--- config.mk ---
export PLATFORM = sky130hd
export DESIGN_NAME = aluWbTop
export DESIGN_NICKNAME = d
export VERILOG_FILES = /design/src/aluPkg.sv /design/src/aluWbTop.sv /design/src/alu.sv /design/src/shift16.sv /design/src/add16.sv
export SDC_FILE = /design/constraint.sdc
export NUM_CORES = 1
export LEC_CHECK = 0
export ABC_AREA = 1
export BUFFER_PORTS_ARGS = -buffer_cell sky130_fd_sc_hd__clkbuf_2
export CORE_ASPECT_RATIO = 0.6
export CORE_UTILIZATION = 50
export DETAILED_ROUTE_END_ITERATION = 6
export PLACE_DENSITY = 0.7
export SYNTH_ARGS = -nofsm -noshare
export SYNTH_HDL_FRONTEND = slang
export SYNTH_SLANG_ARGS = --single-unit
--- constraint.sdc ---
create_clock -name clk -period 3.3 [get_ports clk]
set_input_delay 0.33 -clock clk [delete_from_list [all_inputs] [get_ports clk]]
set_output_delay 0.33 -clock clk [all_outputs]
set_load 0.01 [all_outputs]
--- src/aluPkg.sv ---
package aluPkg;

   // Datapath and bus widths
   localparam int dataW = 16;
   localparam int opW   = 5;
   localparam int adrW  = 3;

   // Computational opcodes, numbered as in the processor's ISA
   localparam logic [opW-1:0] opAdd  = 5'd0;
   localparam logic [opW-1:0] opSub  = 5'd1;   // B minus A
   localparam logic [opW-1:0] opOr   = 5'd2;
   localparam logic [opW-1:0] opAnd  = 5'd3;
   localparam logic [opW-1:0] opRol  = 5'd4;
   localparam logic [opW-1:0] opSll  = 5'd5;
   localparam logic [opW-1:0] opRor  = 5'd6;
   localparam logic [opW-1:0] opSra  = 5'd7;
   localparam logic [opW-1:0] opBtr  = 5'd11;  // Bit reverse
   localparam logic [opW-1:0] opSeq  = 5'd12;
   localparam logic [opW-1:0] opSlt  = 5'd13;
   localparam logic [opW-1:0] opSle  = 5'd14;
   localparam logic [opW-1:0] opSco  = 5'd15;  // Carry out of A plus B
   localparam logic [opW-1:0] opLbi  = 5'd19;
   localparam logic [opW-1:0] opSlbi = 5'd20;

   // Shifter modes
   localparam logic [1:0] shRol = 2'd0;
   localparam logic [1:0] shSll = 2'd1;
   localparam logic [1:0] shRor = 2'd2;
   localparam logic [1:0] shSra = 2'd3;

   // Register map of the bus slave
   localparam logic [adrW-1:0] regA      = 3'd0;
   localparam logic [adrW-1:0] regB      = 3'd1;
   localparam logic [adrW-1:0] regCtrl   = 3'd2;
   localparam logic [adrW-1:0] regResult = 3'd3;  // Read only
   localparam logic [adrW-1:0] regStatus = 3'd4;  // Read only

   // Field positions in control and status words
   localparam int ctrlSignBit = 8;
   localparam int statZeroBit = 0;
   localparam int statOflBit  = 1;

endpackage
--- src/aluWbTop.sv ---
`timescale 1ns/10ps

module aluWbTop
   import aluPkg::*;
(
   input  logic             clk,
   input  logic             rstN,
   input  logic             cyc,
   input  logic             stb,
   input  logic             we,
   input  logic [adrW-1:0]  adr,
   input  logic [dataW-1:0] datIn,
   output logic [dataW-1:0] datOut,
   output logic             ack
);

   logic [dataW-1:0] aQ;
   logic [dataW-1:0] bQ;
   logic [opW-1:0]   opQ;
   logic             signQ;
   logic             access;
   logic [dataW-1:0] ctrlWord;
   logic [dataW-1:0] statWord;
   logic [dataW-1:0] rdMux;
   logic [dataW-1:0] aluResult;
   logic             aluOfl;
   logic             aluZero;

   // New access only while ack is low, so ack lasts one cycle
   assign access = cyc && stb && !ack;

   always_ff @(posedge clk) begin
      if (!rstN) begin
         ack    <= 1'b0;
         datOut <= '0;
      end else begin
         ack    <= access;
         datOut <= (access && !we) ? rdMux : '0;
      end
   end

   // Operand and control registers
   always_ff @(posedge clk) begin
      if (!rstN) begin
         aQ    <= '0;
         bQ    <= '0;
         opQ   <= '0;
         signQ <= 1'b0;
      end else if (access && we) begin
         case (adr)
            regA:    aQ <= datIn;
            regB:    bQ <= datIn;
            regCtrl: begin
               opQ   <= datIn[opW-1:0];
               signQ <= datIn[ctrlSignBit];
            end
            default: ;  // Read-only and unmapped, ignored
         endcase
      end
   end

   always_comb begin
      ctrlWord              = '0;
      ctrlWord[opW-1:0]     = opQ;
      ctrlWord[ctrlSignBit] = signQ;
   end

   always_comb begin
      statWord              = '0;
      statWord[statZeroBit] = aluZero;
      statWord[statOflBit]  = aluOfl;
   end

   always_comb begin
      case (adr)
         regA:      rdMux = aQ;
         regB:      rdMux = bQ;
         regCtrl:   rdMux = ctrlWord;
         regResult: rdMux = aluResult;
         regStatus: rdMux = statWord;
         default:   rdMux = '0;
      endcase
   end

   // Combinational, follows the registers directly
   alu alu0 (
      .a      (aQ),
      .b      (bQ),
      .op     (opQ),
      .sign   (signQ),
      .result (aluResult),
      .ofl    (aluOfl),
      .zero   (aluZero)
   );

endmodule

--- src/alu.sv ---
`timescale 1ns/10ps

module alu
   import aluPkg::*;
(
   input  logic [dataW-1:0] a,
   input  logic [dataW-1:0] b,
   input  logic [opW-1:0]   op,
   input  logic             sign,
   output logic [dataW-1:0] result,
   output logic             ofl,
   output logic             zero
);

   logic [dataW-1:0] addA;
   logic [dataW-1:0] addB;
   logic             addCin;
   logic [dataW-1:0] addSum;
   logic             addCout;
   logic             addOvf;
   logic [1:0]       shMode;
   logic [dataW-1:0] shOut;
   logic [dataW-1:0] revA;
   logic             isSub;
   logic             isArith;

   assign isSub   = (op == opSub);
   assign isArith = (op == opAdd) || isSub;

   // SUB is B + ~A + 1
   assign addA   = isSub ? b : a;
   assign addB   = isSub ? ~a : b;
   assign addCin = isSub;

   add16 adder0 (
      .a    (addA),
      .b    (addB),
      .cIn  (addCin),
      .sum  (addSum),
      .cOut (addCout),
      .ovf  (addOvf)
   );

   always_comb begin
      case (op)
         opSll:   shMode = shSll;
         opRor:   shMode = shRor;
         opSra:   shMode = shSra;
         default: shMode = shRol;
      endcase
   end

   shift16 shifter0 (
      .data   (a),
      .amount (b[3:0]),      // Amount from low bits of B
      .mode   (shMode),
      .result (shOut)
   );

   always_comb begin
      for (int i = 0; i < dataW; i++) begin
         revA[i] = a[dataW-1-i];
      end
   end

   // Result select
   always_comb begin
      result = '0;  // Unused and non-computational codes
      case (op)
         opAdd, opSub: result = addSum;
         opOr:         result = a | b;
         opAnd:        result = a & b;
         opRol, opSll, opRor, opSra: begin
            result = shOut;
         end
         opBtr:        result = revA;
         opSeq:        result[0] = (a == b);
         opSlt:        result[0] = ($signed(a) < $signed(b));
         opSle:        result[0] = ($signed(a) <= $signed(b));
         opSco:        result[0] = addCout;  // Adder sees A + B here
         opLbi:        result = b;
         opSlbi:       result = {a[dataW/2-1:0], {(dataW/2){1'b0}}} | b;
         default:      result = '0;
      endcase
   end

   // Signed overflow, or carry for ADD and borrow for SUB
   always_comb begin
      if (!isArith) begin
         ofl = 1'b0;
      end else if (sign) begin
         ofl = addOvf;
      end else begin
         ofl = isSub ? ~addCout : addCout;
      end
   end

   assign zero = (result == '0);

endmodule

--- src/shift16.sv ---
`timescale 1ns/10ps

module shift16
   import aluPkg::*;
(
   input  logic [dataW-1:0] data,
   input  logic [3:0]       amount,
   input  logic [1:0]       mode,
   output logic [dataW-1:0] result
);

   logic [dataW-1:0] stg [0:4];  // Stage outputs, stg[0] is the input

   // One fixed-distance step in the selected mode
   function automatic logic [dataW-1:0] stageShift(input logic [dataW-1:0] d,
                                                   input logic [1:0]       m,
                                                   input int               n);
      logic [dataW-1:0] r;
      case (m)
         shRol:   r = (d << n) | (d >> (dataW - n));
         shSll:   r = d << n;
         shRor:   r = (d >> n) | (d << (dataW - n));
         default: r = $signed(d) >>> n;  // Sign fill
      endcase
      return r;
   endfunction

   assign stg[0] = data;

   // Log shifter, stages of 1, 2, 4 and 8 places
   for (genvar i = 0; i < 4; i++) begin : gStage
      assign stg[i+1] = amount[i] ? stageShift(stg[i], mode, 1 << i) : stg[i];
   end

   assign result = stg[4];

endmodule

--- src/add16.sv ---
`timescale 1ns/10ps

module add16
   import aluPkg::*;
(
   input  logic [dataW-1:0] a,
   input  logic [dataW-1:0] b,
   input  logic             cIn,
   output logic [dataW-1:0] sum,
   output logic             cOut,
   output logic             ovf
);

   logic signA;
   logic signB;
   logic signS;

   // Full-width add, top bit is the carry
   assign {cOut, sum} = a + b + cIn;

   assign signA = a[dataW-1];
   assign signB = b[dataW-1];
   assign signS = sum[dataW-1];

   // Same-sign operands giving a sum of the other sign
   assign ovf = (signA == signB) && (signS != signA);

endmodule

==> impl_metrics.json <==
{
  "setup_violations": 4,
  "fin_crit_sh_pct": 103,
  "cts_sinks": 55,
  "grt_overflow": 0,
  "path_clk_slew_ns": 0.08,
  "grt_max_degree": 46,
  "drc": 0,
  "ir_drop_v": 0.000176,
  "wirelength_um": 28600,
  "hold_depth": 4,
  "fin_ws_ns": -0.115,
  "port_buffers": 40,
  "rsz0062_at_grt": "true",
  "use_met3_pct": 18.5,
  "num_io_pins": 41,
  "final.setup_skew_ns": 0.00646,
  "outcome": "finished, violations left",
  "ys_seq_area_share_pct": 17.6,
  "regToRegSetupSlack_ns": -0.12,
  "std_cell_rows": 31,
  "synth_ff_type": "dfxtp_1",
  "reg2reg_depth": 19,
  "postRouteAntennaNets": 0,
  "grt_use_total_pct": 43.4,
  "post_drt_wl_per_cell_um": 21.5,
  "clkLatencyLatePin_ns": 0.30,
  "yosys.area.top_type": "nand2_1",
  "cts_tree": "done",
  "syn_to_final_growth_pct": 21.0,
  "synth-seq-cells": 55,
  "start_util_pct": 51.6,
  "maxCapViolCount": 0,
  "worstHoldEndpoint": "datOut[1]$_SDFF_PN0_",
  "violations": "setup timing",
  "critPathLaunchType": "flop",
  "fmax_mhz": 293,
  "via_per_inst": 6.11,
  "hold_class": "primary input to flop",
  "dp_hpwl_um": 22000,
  "power_w": 0.00153,
  "place_area_um2": 7120,
  "grt_pass1_wl_um": 41700,
  "hold_start": "we",
  "fin_crit_ns": 3.42,
  "fp.dieH_um": 88.7,
  "htree_levels": 2,
  "hold_viol_final": 0,
  "slew-limit-headroom_pct": 37.1,
  "synth_cell_types": 43,
  "cts_buffers": 5,
  "syn_nets": 1152,
  "gp_congestion": 1.07,
  "synth_area_um2": 6260,
  "antenna_found_initial": 0,
  "yosysTopAreaCellShare_pct": 18.1,
  "first_pass_iters": 7,
  "avgSynthCellArea_um2": 5.88,
  "worst-setup-path-type": "flop to flop",
  "crit_arrival_ns": 3.65,
  "final_cells": 1328,
  "drtIter0Drc": 1131,
  "regArea_um2": 1100,
  "yosys_warnings": 0,
  "power_density_nw_per_um2": 202,
  "place_inst": 1306,
  "tns_ns": -0.291,
  "timing.rr.end": "datOut[0]$_SDFF_PN0_",
  "core_um2": 12100,
  "die_area_um2": 13000,
  "drive_above_1_share_pct": 18.5,
  "synthCells": 1064,
  "final_area_um2": 7570,
  "ys_async_sr_fraction_pct": 0,
  "cp_max_fo": 18,
  "clockBufferDepth": 2,
  "nets": 1250,
  "vias": 8118,
  "root_buffer": "clkbuf_16",
  "multiInputGateArea_um2": 4740,
  "synth_edf_count": 0,
  "cp-end-kind": "flop",
  "synth.area.top_cells": "nand2_1, dfxtp_1, ha_1",
  "drv_slew": 0,
  "worstMarginPinSlew_ns": 0.942,
  "fill_cells": 1203,
  "first_global_vias": 6812,
  "top_usage_layer": "met1",
  "reg2reg_from": "opQ[3]$_SDFFE_PN0P_",
  "use_met1_pct": 63.9,
  "die_x_um": 146,
  "leakagePower_nw": 3.49,
  "critPathRequiredTime_ns": 3.53,
  "antenna_cells": 0,
  "grt_util_met2_pct": 55.8
}
flip-flops by register name, indices dropped and copies added, names as in the netlist:
name    count
signQ       1
ack         1
bQ         16
opQ         5
datOut     16
aQ         16
worst max path at each step:
stage                           end  cells after the start  slack (ns)                 from
2_1_floorplan  datOut[0]$_SDFF_PN0_                     20       0.009  opQ[3]$_SDFFE_PN0P_
6_report       datOut[0]$_SDFF_PN0_                     19       -0.12  opQ[3]$_SDFFE_PN0P_
5_1_grt        datOut[0]$_SDFF_PN0_                     23       -0.33  opQ[3]$_SDFFE_PN0P_
4_1_cts        datOut[0]$_SDFF_PN0_                     23      -0.003  opQ[2]$_SDFFE_PN0P_
3_5_place_dp   datOut[0]$_SDFF_PN0_                     23       -0.09  opQ[2]$_SDFFE_PN0P_
3_3_place_gp   datOut[0]$_SDFF_PN0_                     20       -0.04  opQ[2]$_SDFFE_PN0P_
through the flow:
stage	hold WS, ns	util, %	setup slack [ns]
after floorplan	0.458	-	0.00926
after global placement	0.515	58.7	-0.0405
after detailed placement	0.508	58.7	-0.0877
after CTS	0.309	60.0	-0.00350
after global routing	0.329	62.4	-0.332
final	0.311	62.4	-0.115
logic make-up after synthesis:
kind of cell               share of synthesized area (%)
and+or+nand+nor                                     36.1
adders and majority gates                           12.9
DFF                                                 17.6
buffers and inverters                               9.08
xor gates and xnor gates                           0.420
AOI/OAI and AO/OA                                   23.9
layout make-up:
class / instances / share of cell area [%]
repair buffers: 142 / 13.4
inverters: 93 / 4.66
clock buffers: 5 / 1.65
multi-input cells: 865 / 62.6
clock inverters: 3 / 0.331
well taps: 165 / 2.73
flip-flops and latches: 55 / 14.6
worst max-delay path, cell delays in order, from the launching register on:
cell	delay [ns]
dfxtp_2	0.34
nor2_4	0.11
nand3_2	0.11
nor2_4	0.20
buf_4	0.18
clkbuf_16	0.17
o21ai_0	0.09
ha_1	0.38
a21oi_1	0.24
o21ai_0	0.13
a21oi_1	0.16
nand2_2	0.13
buf_4	0.16
o21ai_0	0.15
o211ai_1	0.16
nor2_1	0.19
nand2_1	0.07
nor2_1	0.13
nand3_1	0.09
a21oi_1	0.14
cell usage in the layout (no fill, tap or decap), types with 8 or more instances in the layout:
cell and n:
a21oi_1 88, dfxtp_1 54, nand2_1 288, buf_4 97, a211oi_1 9, a21oi_2 10
o21ai_1 8, clkbuf_2 40, nand3_1 144, o211ai_1 10, nor2_1 54, inv_1 76
o21ai_0 93, ha_1 59, nand2_2 16, o22ai_1 14, clkinv_1 9
routing by layer:
layer | up-vias | share of wire, %
met2 | 593 | 35
met1 | 3674 | 45
met3 | 45 | 17
met5 | - | 0
met4 | 0 | 2.4
li1 | 3806 | -
power by group:
part / switching [W] / internal (W)
Sequential: 0.00000687 / 0.000669
Combinational: 0.000190 / 0.0000980
Clock: 0.000280 / 0.000285
Total: 0.000477 / 0.00105
repair_timing:
item,CTS,global route
endpoints found under the setup margin,6,14
buffers inserted,0,13
gates resized for setup,5,57
gates cloned,0,1
hold buffers,0,0
endpoints found under the hold margin,0,0
pin swaps,2,24
synth_stat cells (all sizes together) (3+ instances only):
cell type,count
a21oi,98
o21ai,108
nor3,6
nand4,6
nand3,149
nor2,61
a22oi,3
a31oi,4
clkbuf,32
clkinv,9
o22ai,14
a211oi,10
o21bai,3
buf,19
a221oi,6
dfxtp,55
inv,84
nand2,304
ha,63
o211ai,10
Power figures use the tool's default switching activity.
